<file path="src/datapathPkg.sv">
package datapathPkg;

    // Bus and register file dimensions
    parameter int DATA_WIDTH = 32;
    parameter int NUM_REGS = 16;

    typedef logic [DATA_WIDTH-1:0] word_t;
    typedef logic [2*DATA_WIDTH-1:0] wideWord_t;
    typedef logic [3:0] regIdx_t;

    // Register fields inside the instruction word
    localparam int RA_HI = 26;
    localparam int RA_LO = 23;
    localparam int RB_HI = 22;
    localparam int RB_LO = 19;
    localparam int RC_HI = 18;
    localparam int RC_LO = 15;
    // Constant field runs from this bit down to bit 0
    localparam int CONST_HI = 18;

    // Bus sources, R0..R15 take numbers 0..15
    localparam int NUM_SOURCES = 22;
    localparam int SRC_HI = 16;
    localparam int SRC_LO = 17;
    localparam int SRC_ZHIGH = 18;
    localparam int SRC_ZLOW = 19;
    localparam int SRC_INPORT = 20;
    localparam int SRC_CONST = 21;
    typedef logic [4:0] srcIdx_t;

endpackage

</file>
<file path="src/regBankIf.sv">
`timescale 1ns/1ns

interface regBankIf #(
    parameter int DATA_WIDTH = datapathPkg::DATA_WIDTH
);
    import datapathPkg::*;

    // One-hot lines from the selector
    logic [NUM_REGS-1:0] regWrite;
    logic [NUM_REGS-1:0] regRead;
    logic baOut;

    // Each slice drives only its own entry
    logic [DATA_WIDTH-1:0] regData [NUM_REGS];
    logic [DATA_WIDTH-1:0] busValue;

    modport selector (output regWrite, output regRead, output baOut);

    modport slice (input regWrite, input baOut, input busValue, output regData);

    modport mux (input regRead, input regData, output busValue);

endinterface

</file>
<file path="src/busMux.sv">
`timescale 1ns/1ns

module busMux #(
    parameter int DATA_WIDTH = datapathPkg::DATA_WIDTH
) (
    regBankIf.mux             bank,
    input datapathPkg::word_t hiData,
    input datapathPkg::word_t loData,
    input datapathPkg::word_t zHighData,
    input datapathPkg::word_t zLowData,
    input datapathPkg::word_t inPortValue,
    input datapathPkg::word_t cSignExt,
    input logic               hiOut,
    input logic               loOut,
    input logic               zHighOut,
    input logic               zLowOut,
    input logic               inPortOut,
    input logic               cOut
);
    import datapathPkg::*;

    logic [NUM_SOURCES-1:0] request;
    logic [DATA_WIDTH-1:0] srcWord [NUM_SOURCES];
    srcIdx_t srcSel;
    logic srcValid;

    // Request bit i belongs to source number i
    assign request = {cOut, inPortOut, zLowOut, zHighOut, loOut, hiOut, bank.regRead};

    always_comb begin
        for (int i = 0; i < NUM_REGS; i++) begin
            srcWord[i] = bank.regData[i];
        end
        srcWord[SRC_HI] = hiData;
        srcWord[SRC_LO] = loData;
        srcWord[SRC_ZHIGH] = zHighData;
        srcWord[SRC_ZLOW] = zLowData;
        srcWord[SRC_INPORT] = inPortValue;
        srcWord[SRC_CONST] = cSignExt;
    end

    // Upward scan, so the highest requested number is kept
    always_comb begin
        srcSel = '0;
        srcValid = 1'b0;
        for (int i = 0; i < NUM_SOURCES; i++) begin
            if (request[i]) begin
                srcSel = srcIdx_t'(i);
                srcValid = 1'b1;
            end
        end
    end

    // Idle bus reads as zero
    assign bank.busValue = srcValid ? srcWord[srcSel] : '0;

endmodule

</file>
<file path="src/flat_wrapper.sv">
// flat-port wrapper written by rule: the top's interface ports become plain ports
module busMux_flat import datapathPkg::*;
#(
    parameter int DATA_WIDTH = datapathPkg::DATA_WIDTH
)
  (hiData, loData, zHighData, zLowData, inPortValue, cSignExt, hiOut, loOut, zHighOut, zLowOut, inPortOut, cOut, bank_regRead, bank_regData, bank_busValue);
  regBankIf #(.DATA_WIDTH(DATA_WIDTH)) bank_i ();
  input datapathPkg::word_t hiData;
  input datapathPkg::word_t loData;
  input datapathPkg::word_t zHighData;
  input datapathPkg::word_t zLowData;
  input datapathPkg::word_t inPortValue;
  input datapathPkg::word_t cSignExt;
  input logic hiOut;
  input logic loOut;
  input logic zHighOut;
  input logic zLowOut;
  input logic inPortOut;
  input logic cOut;
  input wire logic [$bits(bank_i.regRead)-1:0] bank_regRead;
  input wire logic [$bits(bank_i.regData)-1:0] bank_regData;
  output wire logic [$bits(bank_i.busValue)-1:0] bank_busValue;
  assign bank_i.regRead = bank_regRead;
  assign bank_i.regData = {>>{bank_regData}};
  assign bank_busValue = bank_i.busValue;
  busMux #(.DATA_WIDTH(DATA_WIDTH)) u_core (.bank(bank_i), .hiData(hiData), .loData(loData), .zHighData(zHighData), .zLowData(zLowData), .inPortValue(inPortValue), .cSignExt(cSignExt), .hiOut(hiOut), .loOut(loOut), .zHighOut(zHighOut), .zLowOut(zLowOut), .inPortOut(inPortOut), .cOut(cOut));
endmodule
</file>
<file path="config.mk">
export PLATFORM = sky130hd
export DESIGN_NAME = busMux_flat
export DESIGN_NICKNAME = d
export VERILOG_FILES = /design/src/datapathPkg.sv /design/src/regBankIf.sv /design/src/busMux.sv /design/src/flat_wrapper.sv
export SDC_FILE = /design/constraint.sdc
export NUM_CORES = 1
export LEC_CHECK = 0
export ABC_AREA = 1
export BUFFER_PORTS_ARGS = -buffer_cell sky130_fd_sc_hd__buf_2
export CAP_MARGIN = 10
export CORE_AREA = 2 2 297 299
export DETAILED_ROUTE_END_ITERATION = 8
export DIE_AREA = 0 0 299 301
export PLACE_DENSITY = 0.37
export SYNTH_ARGS = -nofsm -noshare
export SYNTH_HDL_FRONTEND = slang
export SYNTH_SLANG_ARGS = --single-unit
export TNS_END_PERCENT = 20
</file>
<file path="constraint.sdc">
create_clock -name vclk -period 2.85
set_input_delay 0.4275 -clock vclk [all_inputs]
set_output_delay 0.4275 -clock vclk [all_outputs]
set_load 0.01 [all_outputs]
</file>
==> impl_metrics.json <==
{
  "outcome": "complete, but fails checks",
  "failed_checks": "setup timing",
  "cp_slowest_cell": "or2_2",
  "die_h_microns": 301,
  "ys_types": 22,
  "cap_violations": 0,
  "routed_wirelength_mm": 84.2,
  "portBuffers": 758,
  "ios": 758,
  "yosys.area.top_type_share": 0.511,
  "num_rows": 108,
  "ant_nets": 0,
  "tightest_slew_ps": 693,
  "start_util": 0.0894,
  "timing.hold.ws_ps": 1390,
  "drv_slew": 0,
  "vias": 15300,
  "antenna_found_initial": 18,
  "yosysSeqAreaShare": 0,
  "dr.max_layer_used": "met5",
  "wl_met3_mm": 5.47,
  "nNetsFinal": 3225,
  "finalCriticalPeriod_ps": 3770,
  "final_cells": 3659,
  "grt_pass1_vias": 15100,
  "die_width_microns": 299,
  "multi_input_area_sq_um": 7500,
  "worst-path-buf-inv": 6,
  "totalPowerFinal_mw": 3.04,
  "placed_area_sq_um": 14400,
  "area_delta_synth_final_pct": 106,
  "grt_max_degree": 45,
  "fin_crit_sh": 1.32,
  "crit_top_cell": "nand2_1",
  "drc": 0,
  "synth_area_leaders": "nand3_1, nand2_1, clkbuf_1, o211ai_1, buf_2",
  "wl_met1_mm": 37.1,
  "cp_max_fo": 13,
  "p_leak_nw": 8.14,
  "fmaxAchievable_mhz": 265,
  "endpoint_kind": "output port",
  "relSlewSlack": 0.538,
  "placed_cells": 3623,
  "hpwl_mm": 70.2,
  "tns_ps": -26380,
  "place.gp.congestion": 0.937,
  "yosys-top-cells-count": "nand3_1, nand2_1, clkbuf_1",
  "syn-cell-area_sq_um": 7730,
  "syn-num-nets": 2384,
  "rsz0062_at_grt": "true",
  "design.seq.count": 0,
  "dr.pass1.iters": 7,
  "vdd_drop_max_mv": 0.0593,
  "grt.overflow.total": 0,
  "drt_iter0_drc": 1174,
  "clock_buffers": 0,
  "seq_area_sq_um": 0,
  "synthCells": 1658,
  "avgRoutedWirePerCell_microns": 23.0,
  "nFillCells": 10300,
  "avgSynthCellArea_sq_um": 4.66,
  "hold_path.class": "input pin to output port",
  "crit_required_ps": 2420,
  "grt_pass1_wl_mm": 111,
  "finalSetupViolCount": 32,
  "drive_gt1_frac": 0.473,
  "max_stage_delay_ps": 260,
  "yosys.area.top_type": "nand3_1",
  "die_area_sq_um": 90000,
  "cp_top_family": "simple AND/OR/NAND/NOR gates",
  "p_per_area_nw_per_um2": 191,
  "crit_type": "input pin to output port",
  "vias_per_cell": 4.19,
  "track_usage": 0.172,
  "fin_ws_ps": -917,
  "wl_met2_mm": 39.6,
  "arrival_ps": 3340,
  "final_hold_viol_count": 0,
  "synth_warnings": 0,
  "synth_most_common_cell": "nand3_1",
  "fin_area_sq_um": 15900,
  "core_sq_um": 86500,
  "cp-start-kind": "input pin"
}
layer usage:
metal,GRT usage,vias up
met5,0,-
li1,-,7381
met2,0.295,727
met1,0.227,7138
met3,0.0287,86
met4,0.0318,10
final timing paths:
kind | from | end | slack, ps | cells past startpoint
max | bank_regRead[1] | bank_busValue[11] | -920 | 31
min | cSignExt[9] | bank_busValue[9] | 1390 | 6
power breakdown:
group	leakage, nW	switching, mW	internal, mW	total [mW]
Combinational	8.14	1.69	1.35	3.04
Clock	0.0000454	0	0.000000260	0.000000260
Sequential	0	0	0	0
per-stage QoR:
stage | utilization | worst slack [ps]
3_3_place_gp | 0.166 | -1500
6_report | 0.184 | -917
4_1_cts | 0.175 | -1010
3_5_place_dp | 0.166 | -1320
5_1_grt | 0.184 | -1110
2_1_floorplan | - | 156
area by class of cell:
cell class / count / share of cell area
Timing Repair Buffer: 1007 / 0.427
Inverter: 43 / 0.0112
Antenna cell: 7 / 0.00110
Tap cell: 1155 / 0.0906
Multi-Input combinational cell: 1447 / 0.470
cell usage in the layout, fill, tap and decap left out, drive strengths merged:
master / netlist / final
o211ai: 29 / 29
nand3: 789 / 789
nor2: 36 / 36
o311ai: 1 / 1
a31oi: 3 / 3
a21oi: 34 / 34
or2: 29 / 29
diode: 0 / 7
buf: 97 / 1001
o21ai: 5 / 5
inv: 43 / 43
nor4: 2 / 2
nand4: 1 / 1
nand2: 517 / 518
clkbuf: 72 / 6
timing repair:
item,4_1_cts,5_1_grt
pin swaps,14,20
resized for setup,123,122
hold buffers,0,0
cloned,7,6
setup buffers,3,13
setup endpoints to repair,32,32
cells by family after synthesis:
group | count (synthesis) | synth area share
simple gates | 1374 | 0.807
buf+inv | 212 | 0.134
compound gates | 72 | 0.0584
(Power assumes the default switching activity.)
