<file path="config.mk">
export PLATFORM = sky130hd
export DESIGN_NAME = regSelect_flat
export DESIGN_NICKNAME = d
export VERILOG_FILES = /design/src/datapathPkg.sv /design/src/regBankIf.sv /design/src/regSelect.sv /design/src/flat_wrapper.sv
export SDC_FILE = /design/constraint.sdc
export NUM_CORES = 1
export LEC_CHECK = 0
export ABC_CLOCK_PERIOD_IN_PS = 1350
export BUFFER_PORTS_ARGS = -buffer_cell sky130_fd_sc_hd__buf_2
export CORE_MARGIN = 4
export CORE_UTILIZATION = 34
export DETAILED_ROUTE_END_ITERATION = 10
export PLACE_DENSITY = 0.81
export SLEW_MARGIN = 20
export SYNTH_ARGS = -nofsm -noshare
export SYNTH_HDL_FRONTEND = slang
export SYNTH_SLANG_ARGS = --single-unit
</file>
<file path="constraint.sdc">
create_clock -name vclk -period 1.35
set_input_delay 0.135 -clock vclk [all_inputs]
set_output_delay 0.135 -clock vclk [all_outputs]
set_load 0.02 [all_outputs]
</file>
<file path="src/datapathPkg.sv">
package datapathPkg;

    // Bus and register file dimensions
    parameter int DATA_WIDTH = 32;
    parameter int NUM_REGS = 16;

    typedef logic [DATA_WIDTH-1:0] word_t;
    typedef logic [2*DATA_WIDTH-1:0] wideWord_t;
    typedef logic [3:0] regIdx_t;

    // Register fields inside the instruction word
    localparam int RA_HI = 26;
    localparam int RA_LO = 23;
    localparam int RB_HI = 22;
    localparam int RB_LO = 19;
    localparam int RC_HI = 18;
    localparam int RC_LO = 15;
    // Constant field runs from this bit down to bit 0
    localparam int CONST_HI = 18;

    // Bus sources, R0..R15 take numbers 0..15
    localparam int NUM_SOURCES = 22;
    localparam int SRC_HI = 16;
    localparam int SRC_LO = 17;
    localparam int SRC_ZHIGH = 18;
    localparam int SRC_ZLOW = 19;
    localparam int SRC_INPORT = 20;
    localparam int SRC_CONST = 21;
    typedef logic [4:0] srcIdx_t;

endpackage

</file>
<file path="src/regBankIf.sv">
`timescale 1ns/1ns

interface regBankIf #(
    parameter int DATA_WIDTH = datapathPkg::DATA_WIDTH
);
    import datapathPkg::*;

    // One-hot lines from the selector
    logic [NUM_REGS-1:0] regWrite;
    logic [NUM_REGS-1:0] regRead;
    logic baOut;

    // Each slice drives only its own entry
    logic [DATA_WIDTH-1:0] regData [NUM_REGS];
    logic [DATA_WIDTH-1:0] busValue;

    modport selector (output regWrite, output regRead, output baOut);

    modport slice (input regWrite, input baOut, input busValue, output regData);

    modport mux (input regRead, input regData, output busValue);

endinterface

</file>
<file path="src/regSelect.sv">
`timescale 1ns/1ns

module regSelect #(
    parameter int DATA_WIDTH = datapathPkg::DATA_WIDTH
) (
    input  datapathPkg::word_t ir,
    input  logic               gra,
    input  logic               grb,
    input  logic               grc,
    input  logic               rIn,
    input  logic               rOut,
    input  logic               bAOut,
    regBankIf.selector         bank,
    output datapathPkg::word_t cSignExt
);
    import datapathPkg::*;

    regIdx_t selIdx;
    logic fieldValid;
    logic [NUM_REGS-1:0] decoded;

    // Field choice, ra before rb before rc
    always_comb begin
        selIdx = '0;
        if (gra) begin
            selIdx = ir[RA_HI:RA_LO];
        end else if (grb) begin
            selIdx = ir[RB_HI:RB_LO];
        end else if (grc) begin
            selIdx = ir[RC_HI:RC_LO];
        end
    end

    assign fieldValid = gra | grb | grc;

    always_comb begin
        decoded = '0;
        if (fieldValid) begin
            decoded[selIdx] = 1'b1;
        end
    end

    assign bank.regWrite = rIn ? decoded : '0;
    // Base-address read still selects the register, the slice zeroes R0
    assign bank.regRead = (rOut | bAOut) ? decoded : '0;
    assign bank.baOut = bAOut;

    assign cSignExt = {{(DATA_WIDTH - CONST_HI - 1){ir[CONST_HI]}}, ir[CONST_HI:0]};

endmodule

</file>
<file path="src/flat_wrapper.sv">
// flat-port wrapper written by rule: the top's interface ports become plain ports
module regSelect_flat import datapathPkg::*;
#(
    parameter int DATA_WIDTH = datapathPkg::DATA_WIDTH
)
  (ir, gra, grb, grc, rIn, rOut, bAOut, cSignExt, bank_regWrite, bank_regRead, bank_baOut);
  regBankIf #(.DATA_WIDTH(DATA_WIDTH)) bank_i ();
  input  datapathPkg::word_t ir;
  input  logic gra;
  input  logic grb;
  input  logic grc;
  input  logic rIn;
  input  logic rOut;
  input  logic bAOut;
  output datapathPkg::word_t cSignExt;
  output wire logic [$bits(bank_i.regWrite)-1:0] bank_regWrite;
  output wire logic [$bits(bank_i.regRead)-1:0] bank_regRead;
  output wire logic [$bits(bank_i.baOut)-1:0] bank_baOut;
  assign bank_regWrite = bank_i.regWrite;
  assign bank_regRead = bank_i.regRead;
  assign bank_baOut = bank_i.baOut;
  regSelect #(.DATA_WIDTH(DATA_WIDTH)) u_core (.ir(ir), .gra(gra), .grb(grb), .grc(grc), .rIn(rIn), .rOut(rOut), .bAOut(bAOut), .bank(bank_i), .cSignExt(cSignExt));
endmodule
</file>
==> flow_summary.yaml, run 1 <==
placement:
  dp_hpwl_um: 2440
  place_area_um2: 1430
  numPortBuffers: 68
  gp_congestion: 0.771
floorplan:
  rows: 17
  die_w_um: 56.6
  start_util: 0.360
  die_h_um: 56.6
  ios: 103
logic_synthesis:
  yosysWarnings: 0
  synth_area_per_cell_um2: 7.11
  syn_nets: 151
  ys_types: 25
  syn-cell-area_um2: 803
  seq_area_frac_synth: 0
  syn_inst: 113
status:
  status: "stopped before the end"
  lastStage: "global routing"
  error_line: "[ERROR DPL-0038] Utilization greater than 100%, impossible to legalize"
clock_network:
  cts_hold_buf: 0
timing:
  repair-timing-grt-worst-ep: "bank_regWrite[7]"
  endpoint_type: "primary output"
grt:
  grt_start_max_net_pins: 16
[cell usage after synthesis (3+ instances only)]
master    instances  share of area
nor4_1           32           0.25
buf_4            33           0.31
nand2_1           4          0.019
o211ai_1          3          0.028
and3b_1           4          0.044
buf_2             3          0.019
buf_6             6          0.084
nand3b_1          5          0.047
[logic make-up after synthesis]
group | Yosys count | share of synthesized area
AO/OA/AOI/OAI | 18 | 0.173
buffers and inverters | 44 | 0.421
AND/OR/NAND/NOR | 51 | 0.407
[metrics by stage]
| step | instances | worst slack, ns | hold slack (ns) |
|---|---|---|---|
| after CTS | 211 | -0.111 | 0.270 |
| after floorplan | 113 | -0.185 | 0.383 |
| after global placement | 194 | -0.147 | 0.270 |
| after detailed placement | 194 | -0.238 | 0.270 |
[what timing repair did]
action | CTS
gates cloned | 3
setup buffers | 14
gates resized for setup | 70
endpoints found under the setup margin | 32
pin swaps | 20
==> run 2: changes to the inputs <==
Settings changed: CORE_AREA set to 4 4 65 67, CORE_MARGIN 4 to not set, CORE_UTILIZATION 34 to not set, DIE_AREA set to 0 0 69 71, PLACE_DENSITY 0.81 to not set, PLACE_DENSITY_LB_ADDON set to 0.15.
==> flow_summary.yaml, run 2 <==
layout:
  final_cell_mix: "buf_4, buf_2, nor4_4, buf_6, buf_12"
  fin_nets: 222
  synthToLayoutAreaGrowth_pct: 160
  fin_cells: 230
  post-route-util: 0.574
  seq_area_um2: 0
  antennaDiodeCount: 0
  nFlopsAndLatches: 0
  final_common_cell: "buf_4"
  final_layout_size_suffix_gt1_frac: 0.890
  nClkBuffers: 0
  fin_area_um2: 2080
setup_path:
  critPathMaxStageDelay_ns: 0.27
  worst_setup_path_start_kind: "primary input"
  path_delay_family: "simple AND/OR/NAND/NOR gates"
  crit_path_max_fanout: 7
  critPathArrivalTime_ns: 1.33
  crit_slowest_cell: "nor4_4"
  critPathKind: "in2out"
  worstPathCellList: "buf_8 > and3b_2 > o21a_4 > buf_12 > nor4_4 > buf_4"
  cp-end-kind: "output pin"
  required_ns: 1.22
  worstPathBufferInverterCount: 3
timing:
  setup_viol: 32
  fin_setup_tns_ns: -2.22
  finalCriticalPeriod_ns: 1.46
  worst_hold_slack_ns: 0.270
  fmax_mhz: 684
  rsz0062_at_grt: "yes"
  setup_ws_ns: -0.113
  relSlewSlack: 0.726
  fin_crit_sh: 1.08
  final_hold_viol_count: 0
  drv_slew: 0
  worst_pin_slew_ns: 0.411
placement:
  numPortBuffers: 68
  place_area_um2: 1420
  place_ws_ns: -0.325
  dp.cells: 211
  dp_hpwl_um: 2330
  gp_congestion: 0.809
status:
  failed_checks: "negative setup slack"
  status: "finished, violations left"
logic_synthesis:
  synth_area_per_cell_um2: 7.11
  syn_nets: 151
  seq_area_frac_synth: 0
  syn-cell-area_um2: 803
  yosysTopAreaCell: "buf_4"
  syn_inst: 113
  yosysWarnings: 0
  yosysMostFrequentCell: "buf_4"
  ys_types: 25
  yosys-top-cells-count: "buf_4, nor4_1, buf_6, nand3b_1"
  yosysTopAreaCellShare: 0.308
  synth_area_leaders: "buf_4, nor4_1, buf_6"
route:
  drcViolationCount: 0
  first_pass_iters: 4
  viasPerCell: 5.00
  wl_per_cell_um: 16.9
  drtAntennaViolNets: 0
  drt_iter0_drc: 46
  drt_wl_total_um: 3880
  vias: 1151
grt:
  met3_usage: 0.0327
  grt-ovfl-total: 0
  use_met2: 0.251
  antenna_found_initial: 0
  grt_use_met1: 0.206
  busiest_layer: "met2"
  grt_util_all_layers: 0.149
  grt_first_pass_wirelength_um: 6220
  grt_start_max_net_pins: 17
  grt_pass1_vias: 1172
clock_network:
  cts_hold_buf: 0
pwr:
  p_per_area_nw_per_um2: 429
  p_total_mw: 0.895
  peakVddDrop_v: 0.000153
  leakagePower_nw: 0.826
floorplan:
  die_h_um: 71
  core_area_um2: 3630
  start_util: 0.221
  die_area_um2: 4900
  ios: 103
  die_w_um: 69
  rows: 22
job:
  cap_violations: 0
worst_hold_path:
  hold_path.class: "in2out"
[run 2: cell counts after synthesis]
No cell type changed its count.
[run 2: path summary, 6_finish.rpt]
path / start / to / slack [ns] / cells past startpoint
setup / recovery: grc / bank_regWrite[8] / -0.11 / 6
hold / removal: ir[8] / cSignExt[8] / 0.27 / 0
[run 2: routing by layer]
| layer | part of all wire | vias to the layer above |
|---|---|---|
| met3 | 0.084 | 4 |
| met5 | 0 | - |
| li1 | - | 548 |
| met4 | 0.0026 | 0 |
| met2 | 0.49 | 49 |
| met1 | 0.42 | 550 |
[run 2: kinds of logic (layout without fill, tap and decap cells)]
logic type | Yosys count | in the layout | share of synthesized area
simple gates | 51 | 51 | 0.407
buf+inv | 44 | 112 | 0.421
compound gates | 18 | 19 | 0.173
[run 2: where the power goes]
part / switching [mW] / internal, mW / leakage [nW]
clock: 0 / 0 / 0
sequential: 0 / 0 / 0
combinational: 0.492 / 0.403 / 0.826
total: 0.492 / 0.403 / 0.826
[run 2: final cells by class]
type / instances / area, um2
fill: 329 / 1550
multi-input combinational: 70 / 1040
timing repair buffer: 110 / 981
tap: 48 / 60.1
inverter: 2 / 7.51
[run 2: repair_timing]
item	CTS	global route
endpoints found under the setup margin	32	32
gates cloned	4	2
resized for setup	73	22
pin swaps	41	9
hold endpoints to repair	0	0
setup buffers	15	1
No activity file was read; power rests on OpenSTA's default activity.
