## config.mk

```make
export PLATFORM = sky130hd
export DESIGN_NAME = specialRegs
export DESIGN_NICKNAME = d
export VERILOG_FILES = /design/src/datapathPkg.sv /design/src/specialRegs.sv
export SDC_FILE = /design/constraint.sdc
export NUM_CORES = 1
export LEC_CHECK = 0
export BUFFER_PORTS_ARGS = -buffer_cell sky130_fd_sc_hd__buf_4
export CORE_AREA = 2 2 153 155
export CTS_CLUSTER_SIZE = 14
export DETAILED_ROUTE_END_ITERATION = 10
export DIE_AREA = 0 0 155 157
export PLACE_DENSITY = 0.7
export SLEW_MARGIN = 20
export SYNTH_ARGS = -nofsm -noshare
export SYNTH_HDL_FRONTEND = slang
export SYNTH_SLANG_ARGS = --single-unit
```

## constraint.sdc

```tcl
create_clock -name clk -period 0.85 [get_ports clk]
set_input_delay 0.0425 -clock clk [delete_from_list [all_inputs] [get_ports clk]]
set_output_delay 0.0425 -clock clk [all_outputs]
set_load 0.005 [all_outputs]
```

## src/datapathPkg.sv

```systemverilog
package datapathPkg;

    // Bus and register file dimensions
    parameter int DATA_WIDTH = 32;
    parameter int NUM_REGS = 16;

    typedef logic [DATA_WIDTH-1:0] word_t;
    typedef logic [2*DATA_WIDTH-1:0] wideWord_t;
    typedef logic [3:0] regIdx_t;

    // Register fields inside the instruction word
    localparam int RA_HI = 26;
    localparam int RA_LO = 23;
    localparam int RB_HI = 22;
    localparam int RB_LO = 19;
    localparam int RC_HI = 18;
    localparam int RC_LO = 15;
    // Constant field runs from this bit down to bit 0
    localparam int CONST_HI = 18;

    // Bus sources, R0..R15 take numbers 0..15
    localparam int NUM_SOURCES = 22;
    localparam int SRC_HI = 16;
    localparam int SRC_LO = 17;
    localparam int SRC_ZHIGH = 18;
    localparam int SRC_ZLOW = 19;
    localparam int SRC_INPORT = 20;
    localparam int SRC_CONST = 21;
    typedef logic [4:0] srcIdx_t;

endpackage

```

## src/specialRegs.sv

```systemverilog
`timescale 1ns/1ns

module specialRegs #(
    parameter int DATA_WIDTH = datapathPkg::DATA_WIDTH
) (
    input  logic                   clk,
    input  logic                   rstN,
    input  datapathPkg::word_t     busValue,
    input  datapathPkg::wideWord_t aluResult,
    input  logic                   yEnable,
    input  logic                   zEnable,
    input  logic                   hiEnable,
    input  logic                   loEnable,
    input  logic                   irEnable,
    input  logic                   outPortEnable,
    input  datapathPkg::word_t     inPortData,
    output datapathPkg::word_t     yValue,
    output datapathPkg::word_t     hiData,
    output datapathPkg::word_t     loData,
    output datapathPkg::word_t     zHighData,
    output datapathPkg::word_t     zLowData,
    output datapathPkg::word_t     irValue,
    output datapathPkg::word_t     inPortValue,
    output datapathPkg::word_t     outPortData
);

    logic [2*DATA_WIDTH-1:0] zValue;

    always_ff @(posedge clk or negedge rstN) begin
        if (!rstN) begin
            yValue <= '0;
            zValue <= '0;
            hiData <= '0;
            loData <= '0;
            irValue <= '0;
            inPortValue <= '0;
            outPortData <= '0;
        end else begin
            if (yEnable) begin
                yValue <= busValue;
            end
            // Z loads from the ALU, not from the bus
            if (zEnable) begin
                zValue <= aluResult;
            end
            if (hiEnable) begin
                hiData <= busValue;
            end
            if (loEnable) begin
                loData <= busValue;
            end
            if (irEnable) begin
                irValue <= busValue;
            end
            if (outPortEnable) begin
                outPortData <= busValue;
            end
            // Input port has no strobe
            inPortValue <= inPortData;
        end
    end

    assign zHighData = zValue[2*DATA_WIDTH-1:DATA_WIDTH];
    assign zLowData = zValue[DATA_WIDTH-1:0];

endmodule

```

==> impl_metrics.xml, run 1 <==
<?xml version="1.0" encoding="UTF-8"?>
<metrics>
  <group name="outcome">
    <metric name="status" unit="">finished with violations</metric>
    <metric name="failed_checks" unit="">setup timing</metric>
  </group>
  <group name="finish">
    <metric name="layout_stage_area_growth_over_the_synthesis_result" unit="%">78.9</metric>
    <metric name="drive_above_1_share" unit="%">65.6</metric>
    <metric name="most_frequent_cells_in_the_layout" unit="">315 x sky130_fd_sc_hd__buf_6, 256 x sky130_fd_sc_hd__dfrtp_1, 172 x sky130_fd_sc_hd__buf_4</metric>
    <metric name="layout_commonest_cell" unit="">sky130_fd_sc_hd__buf_6</metric>
    <metric name="num-nets-final" unit="">1291</metric>
    <metric name="area_of_the_multi_input_gates" unit="mm2">0.00289</metric>
    <metric name="layout.area.seq" unit="mm2">0.00641</metric>
    <metric name="final_util" unit="%">76.3</metric>
    <metric name="fillers" unit="">1202</metric>
  </group>
  <group name="logic_synthesis">
    <metric name="synthCells" unit="">507</metric>
    <metric name="synth.distinct_cells" unit="">5</metric>
    <metric name="ys_warn_count" unit="">0</metric>
    <metric name="ys_seq_area_share" unit="%">66.8</metric>
    <metric name="synthesis.area" unit="mm2">0.00959</metric>
    <metric name="synthesis.area_per_instance" unit="um2">18.9</metric>
    <metric name="postSynthRegisterBits" unit="">256</metric>
    <metric name="synth_nets" unit="">643</metric>
  </group>
  <group name="clocking">
    <metric name="root_buffer" unit="">sky130_fd_sc_hd__clkbuf_16</metric>
    <metric name="h-tree-depth" unit="">1</metric>
    <metric name="clkLatencyLatePin" unit="ns">0.51</metric>
    <metric name="clkSlewWorstSetupHoldPaths" unit="ns">0.06</metric>
    <metric name="tritoncts.num_buffers" unit="">26</metric>
    <metric name="cts_tree" unit="">yes</metric>
    <metric name="clock_tree.buffer_depth" unit="">3</metric>
    <metric name="clock_sink_count" unit="">256</metric>
  </group>
  <group name="timing">
    <metric name="hold_viol_final" unit="">0</metric>
    <metric name="transition_time_of_the_tightest_slew_check_pin" unit="ns">0.373</metric>
    <metric name="max_slew_margin" unit="%">75.1</metric>
    <metric name="final_period_minus_worst_setup_slack" unit="ns">1.20</metric>
    <metric name="setup_repair_after_global_routing_missed_its_margin" unit="">true</metric>
    <metric name="setup_viol_count_final" unit="">372</metric>
    <metric name="max_freq" unit="MHz">830</metric>
    <metric name="period_share" unit="%">142</metric>
    <metric name="fin_ws" unit="ns">-0.355</metric>
    <metric name="fin_worst_skew" unit="ns">0</metric>
    <metric name="final-max-slew-violation-count" unit="">0</metric>
  </group>
  <group name="drt">
    <metric name="route.detailed.drc" unit="">0</metric>
    <metric name="avgViaCountPerCell" unit="">4.99</metric>
    <metric name="detailedRoute.firstIterationViolations" unit="">371</metric>
    <metric name="drt_wl_total" unit="mm">35.1</metric>
    <metric name="vias" unit="">7280</metric>
    <metric name="postRouteAntennaNets" unit="">0</metric>
    <metric name="detail_route.first_pass.iterations" unit="">4</metric>
    <metric name="routedWlPerCell" unit="um">24.0</metric>
  </group>
  <group name="die">
    <metric name="die_x" unit="um">155</metric>
    <metric name="die-area" unit="mm2">0.0243</metric>
    <metric name="core_region_area" unit="mm2">0.0225</metric>
    <metric name="rows" unit="">55</metric>
    <metric name="i_o_pin_count" unit="">392</metric>
    <metric name="die_h" unit="um">157</metric>
    <metric name="start_util" unit="%">42.6</metric>
  </group>
  <group name="global_routing">
    <metric name="first_pass_grt_wire_length" unit="mm">46.9</metric>
    <metric name="grtUsageTotal" unit="%">25.4</metric>
    <metric name="grt_start_max_net_pins" unit="">40</metric>
    <metric name="antenna_found_initial" unit="">2</metric>
    <metric name="grt_pass1_vias" unit="">7819</metric>
    <metric name="grt.overflow.total" unit="">0</metric>
  </group>
  <group name="critical_path">
    <metric name="end_kind" unit="">output pin</metric>
    <metric name="timing.reg2reg.setup_slack" unit="ns">-0.18</metric>
    <metric name="cp_data_required_time" unit="ns">0.81</metric>
    <metric name="worst_endpoint_data_arrival_time" unit="ns">1.16</metric>
    <metric name="critPathMaxFanout" unit="">2</metric>
    <metric name="criticalPathCategory" unit="">register to output pin</metric>
    <metric name="critical_path_source_type" unit="">register</metric>
  </group>
  <group name="flow_run">
    <metric name="maxCapViolations" unit="">0</metric>
  </group>
  <group name="placed_design">
    <metric name="port-buffer-count" unit="">391</metric>
    <metric name="detailedPlace.worstSlack" unit="ns">-0.0212</metric>
    <metric name="detailedPlacementHpwl" unit="mm">18.8</metric>
    <metric name="globalplace.congestion" unit="">0.775</metric>
  </group>
  <group name="power_and_ir_drop">
    <metric name="leakage" unit="nW">8.24</metric>
    <metric name="fin_total_pwr" unit="mW">33.0</metric>
    <metric name="areal_power_density_over_the_cells" unit="mW/mm2">1920</metric>
    <metric name="vdd_drop_max" unit="uV">1180</metric>
  </group>
  <group name="min_path">
    <metric name="min-delay-path-class" unit="">input pin to asynchronous set/reset pin</metric>
  </group>
</metrics>
[metal layers]
layer | global-route usage, % | up-vias | share of wire, %
li1 | - | 3063 | -
met1 | 29.6 | 3776 | 37
met2 | 45.8 | 355 | 52
met3 | 5.86 | 84 | 6.8
met4 | 9.70 | 2 | 3.8
met5 | 0 | - | 0.037
[state kept, by name, summed over array words and instances (netlist names)]
name	flops
yValue	32
inPortValue	32
zValue	64
irValue	32
hiData	32
loData	32
outPortData	32
[synth_stat cells]
library cell / n / area (um2)
sky130_fd_sc_hd__buf_6: 21 / 236
sky130_fd_sc_hd__mux2_4: 82 / 1230
sky130_fd_sc_hd__mux2_2: 142 / 1600
sky130_fd_sc_hd__dfrtp_1: 256 / 6410
sky130_fd_sc_hd__buf_12: 6 / 120
[repair_timing]
| item | 4_1_cts | 5_1_grt |
|---|---|---|
| endpoints found under the setup margin | 256 | 357 |
| hold endpoints to repair | 512 | 1 |
| hold buffers | 134 | 5 |
| buffers inserted | 61 | 46 |
| gates resized for setup | 258 | 75 |
| gates cloned | 0 | 3 |
[worst paths after layout]
check	from	endpoint	cells past startpoint
worst max-delay path	zValue[4]	zLowData[4]	2
worst min-delay path	rstN	loData[2]	2
worst max register to register	zValue[4]	zValue[4]	3
worst min register to register	yValue[21]	yValue[21]	1
max in group asynchronous	rstN	yValue[7]	3
min in group clk	hiEnable	hiData[7]	3
[worst max-delay path, cell delays in order, from the launching register on]
cell	delay [ns]
sky130_fd_sc_hd__dfrtp_1	0.41
sky130_fd_sc_hd__buf_6	0.13
sky130_fd_sc_hd__buf_6	0.11
[per-stage QoR]
stage          cells  area [um2]  setup TNS (ns)  hold slack [ns]
2_1_floorplan    507        9590               0           -0.253
3_3_place_gp    1193       13000         -0.0460          -0.0416
3_5_place_dp    1193       13000          -0.414          -0.0399
4_1_cts         1428       16600          -66.76          -0.0324
5_1_grt         1457       17200          -75.92         0.000706
6_report        1458       17200          -66.69          0.00342
[logic make-up after synthesis]
family / after synthesis / synth area share [%]
multiplexers: 224 / 29.5
flip-flops: 256 / 66.8
buffers and inverters: 27 / 3.72
[where the power goes]
| part | internal, mW | switching, mW |
|---|---|---|
| clock | 6.66 | 4.77 |
| combinational | 4.92 | 2.33 |
| sequential | 13.3 | 1.01 |
| total | 24.9 | 8.11 |
[cell type report]
type	instances	area share, %
multi-input cells	224	16.8
repair buffers	647	38.9
clock inverters	5	0.438
clock buffers	39	4.38
well taps	285	2.08
flip-flops and latches	256	37.3
diodes	2	0.0292
No activity file was read; power rests on OpenSTA's default activity.
==> run 2: changes to the inputs <==
--- a/config.mk
+++ b/config.mk
@@ -6,11 +6,11 @@
 export NUM_CORES = 1
 export LEC_CHECK = 0
 export BUFFER_PORTS_ARGS = -buffer_cell sky130_fd_sc_hd__buf_4
-export CORE_AREA = 2 2 153 155
+export CORE_MARGIN = 2
+export CORE_UTILIZATION = 43
 export CTS_CLUSTER_SIZE = 14
 export DETAILED_ROUTE_END_ITERATION = 10
-export DIE_AREA = 0 0 155 157
-export PLACE_DENSITY = 0.7
+export PLACE_DENSITY = 0.73
 export SLEW_MARGIN = 20
 export SYNTH_ARGS = -nofsm -noshare
 export SYNTH_HDL_FRONTEND = slang
==> constraint.sdc (replaced) <==
create_clock -name clk -period 1.1 [get_ports clk]
set_input_delay 0.055 -clock clk [delete_from_list [all_inputs] [get_ports clk]]
set_output_delay 0.055 -clock clk [all_outputs]
set_load 0.005 [all_outputs]
==> impl_metrics.xml, run 2 (same netlist as run 1, synthesis figures left out) <==
<?xml version="1.0" encoding="UTF-8"?>
<metrics>
  <group name="outcome">
    <metric name="status" unit="">finished with violations</metric>
    <metric name="failed_checks" unit="">setup timing</metric>
  </group>
  <group name="global_routing">
    <metric name="grtUsageTotal" unit="%">26.1</metric>
    <metric name="grt_pass1_vias" unit="">7947</metric>
    <metric name="grt.overflow.total" unit="">0</metric>
    <metric name="first_pass_grt_wire_length" unit="mm">47.5</metric>
    <metric name="grt_start_max_net_pins" unit="">54</metric>
    <metric name="antenna_found_initial" unit="">0</metric>
  </group>
  <group name="finish">
    <metric name="number_of_flip_flops_in_the_largest_register" unit="">64</metric>
    <metric name="fin_cells" unit="">1475</metric>
    <metric name="layout_commonest_cell" unit="">sky130_fd_sc_hd__buf_4</metric>
    <metric name="layout_stage_area_growth_over_the_synthesis_result" unit="%">77.5</metric>
    <metric name="fillers" unit="">1096</metric>
    <metric name="num-nets-final" unit="">1311</metric>
    <metric name="regMostFlops" unit="">zValue</metric>
    <metric name="most_frequent_cells_in_the_layout" unit="">266 x sky130_fd_sc_hd__buf_4, 256 x sky130_fd_sc_hd__dfrtp_1, 248 x sky130_fd_sc_hd__buf_6</metric>
    <metric name="antenna_cells_inserted" unit="">0</metric>
    <metric name="drive_above_1_share" unit="%">67.0</metric>
  </group>
  <group name="clocking">
    <metric name="cts_tree" unit="">yes</metric>
    <metric name="h-tree-depth" unit="">1</metric>
    <metric name="clkLatencyLatePin" unit="ns">0.52</metric>
    <metric name="clock_sink_count" unit="">256</metric>
    <metric name="clock_tree.buffer_depth" unit="">3</metric>
    <metric name="root_buffer" unit="">sky130_fd_sc_hd__clkbuf_16</metric>
    <metric name="clkSlewWorstSetupHoldPaths" unit="ns">0.06</metric>
    <metric name="tritoncts.num_buffers" unit="">26</metric>
  </group>
  <group name="critical_path">
    <metric name="cp_data_required_time" unit="ns">1.04</metric>
    <metric name="end_kind" unit="">output pin</metric>
    <metric name="timing.reg2reg.setup_slack" unit="ns">-0.04</metric>
    <metric name="path_buf_inv" unit="">1</metric>
    <metric name="critPathSlowestCell" unit="">sky130_fd_sc_hd__dfrtp_1</metric>
    <metric name="worst-path-stages" unit="">1</metric>
    <metric name="critical_path_source_type" unit="">register</metric>
    <metric name="cp_cell_sequence" unit="">buf_6</metric>
    <metric name="worst_path_largest_cell_delay" unit="ns">0.44</metric>
    <metric name="timing.critical_path.max_delay_family" unit="">flip-flops</metric>
    <metric name="worst_endpoint_data_arrival_time" unit="ns">1.10</metric>
    <metric name="critPathMaxFanout" unit="">2</metric>
    <metric name="worstRegToRegCells" unit="">3</metric>
    <metric name="criticalPathCategory" unit="">register to output pin</metric>
  </group>
  <group name="placed_design">
    <metric name="detailedPlacementHpwl" unit="mm">17.9</metric>
    <metric name="place_inst" unit="">1177</metric>
    <metric name="detailedPlace.worstSlack" unit="ns">0.134</metric>
    <metric name="port-buffer-count" unit="">391</metric>
    <metric name="globalplace.congestion" unit="">0.760</metric>
  </group>
  <group name="timing">
    <metric name="max_slew_margin" unit="%">66.3</metric>
    <metric name="hold_viol_final" unit="">0</metric>
    <metric name="setup_repair_after_global_routing_missed_its_margin" unit="">true</metric>
    <metric name="transition_time_of_the_tightest_slew_check_pin" unit="ns">0.505</metric>
    <metric name="fin_ws" unit="ns">-0.0594</metric>
    <metric name="period_share" unit="%">105</metric>
    <metric name="final_period_minus_worst_setup_slack" unit="ns">1.16</metric>
    <metric name="max_freq" unit="MHz">863</metric>
    <metric name="final-max-slew-violation-count" unit="">0</metric>
    <metric name="hold_ws" unit="ns">0.0710</metric>
    <metric name="setup_viol_count_final" unit="">78</metric>
    <metric name="fin_worst_skew" unit="ns">0</metric>
  </group>
  <group name="drt">
    <metric name="detail_route.first_pass.iterations" unit="">4</metric>
    <metric name="postRouteAntennaNets" unit="">0</metric>
    <metric name="avgViaCountPerCell" unit="">4.90</metric>
    <metric name="vias" unit="">7222</metric>
    <metric name="routedWlPerCell" unit="um">23.0</metric>
    <metric name="detailedRoute.firstIterationViolations" unit="">216</metric>
    <metric name="route.detailed.drc" unit="">0</metric>
    <metric name="drt_wl_total" unit="mm">34.0</metric>
  </group>
  <group name="die">
    <metric name="start_util" unit="%">43.8</metric>
    <metric name="die-area" unit="mm2">0.0235</metric>
    <metric name="i_o_pin_count" unit="">392</metric>
    <metric name="rows" unit="">54</metric>
    <metric name="die_h" unit="um">153</metric>
    <metric name="die_x" unit="um">153</metric>
    <metric name="core_region_area" unit="mm2">0.0219</metric>
  </group>
  <group name="power_and_ir_drop">
    <metric name="areal_power_density_over_the_cells" unit="mW/mm2">1540</metric>
    <metric name="vdd_drop_max" unit="uV">980</metric>
    <metric name="leakage" unit="nW">8.20</metric>
  </group>
  <group name="min_path">
    <metric name="min-delay-path-class" unit="">input pin to register</metric>
    <metric name="min_path_cells" unit="">3</metric>
  </group>
  <group name="flow_run">
    <metric name="maxCapViolations" unit="">0</metric>
  </group>
</metrics>
-- run 2: final cells by class --
cell class / instances / area (um2) / share of cell area (%)
clock buffer: 37 / 773 / 4.54
sequential: 256 / 6410 / 37.6
tap: 280 / 350 / 2.06
multi-input combinational: 224 / 2830 / 16.6
clock inverter: 11 / 158 / 0.926
timing repair buffer: 667 / 6510 / 38.2
-- run 2: final timing paths --
check	from	end
max in group asynchronous	rstN	hiData[6]
worst max-delay path	zValue[44]	zHighData[12]
worst min-delay path	zEnable	zValue[54]
worst min register to register	yValue[26]	yValue[26]
worst max register to register	zValue[21]	zValue[21]
min in group asynchronous	rstN	yValue[2]
-- run 2: per-layer routing --
metal | routed length, um | track usage, %
met5 | 0 | 0
met4 | 1420 | 10.4
met3 | 2420 | 6.29
met2 | 18100 | 46.9
met1 | 12100 | 29.9
-- run 2: power by group --
part	leakage [nW]	internal [mW]	switching (mW)	total, mW
combinational	4.75	3.72	1.79	5.50
clock	0.461	5.83	3.77	9.60
sequential	2.99	10.3	0.745	11.1
-- run 2: timing repair --
item / 4_1_cts / 5_1_grt
hold buffers: 134 / 0
endpoints found under the setup margin: 203 / 250
buffers inserted: 59 / 57
hold endpoints to repair: 512 / 0
resized for setup: 188 / 60
-- run 2: through the flow --
step	util (%)	power (mW)	TNS (ns)	instance area (um2)
6_report	77.8	26.2	-0.907	17000
5_1_grt	77.8	27.1	-7.88	17000
4_1_cts	74.8	25.4	-2.10	16400
3_3_place_gp	59.2	14.6	0	12900
2_1_floorplan	-	12.3	0	9590
3_5_place_dp	59.2	14.7	0	12900
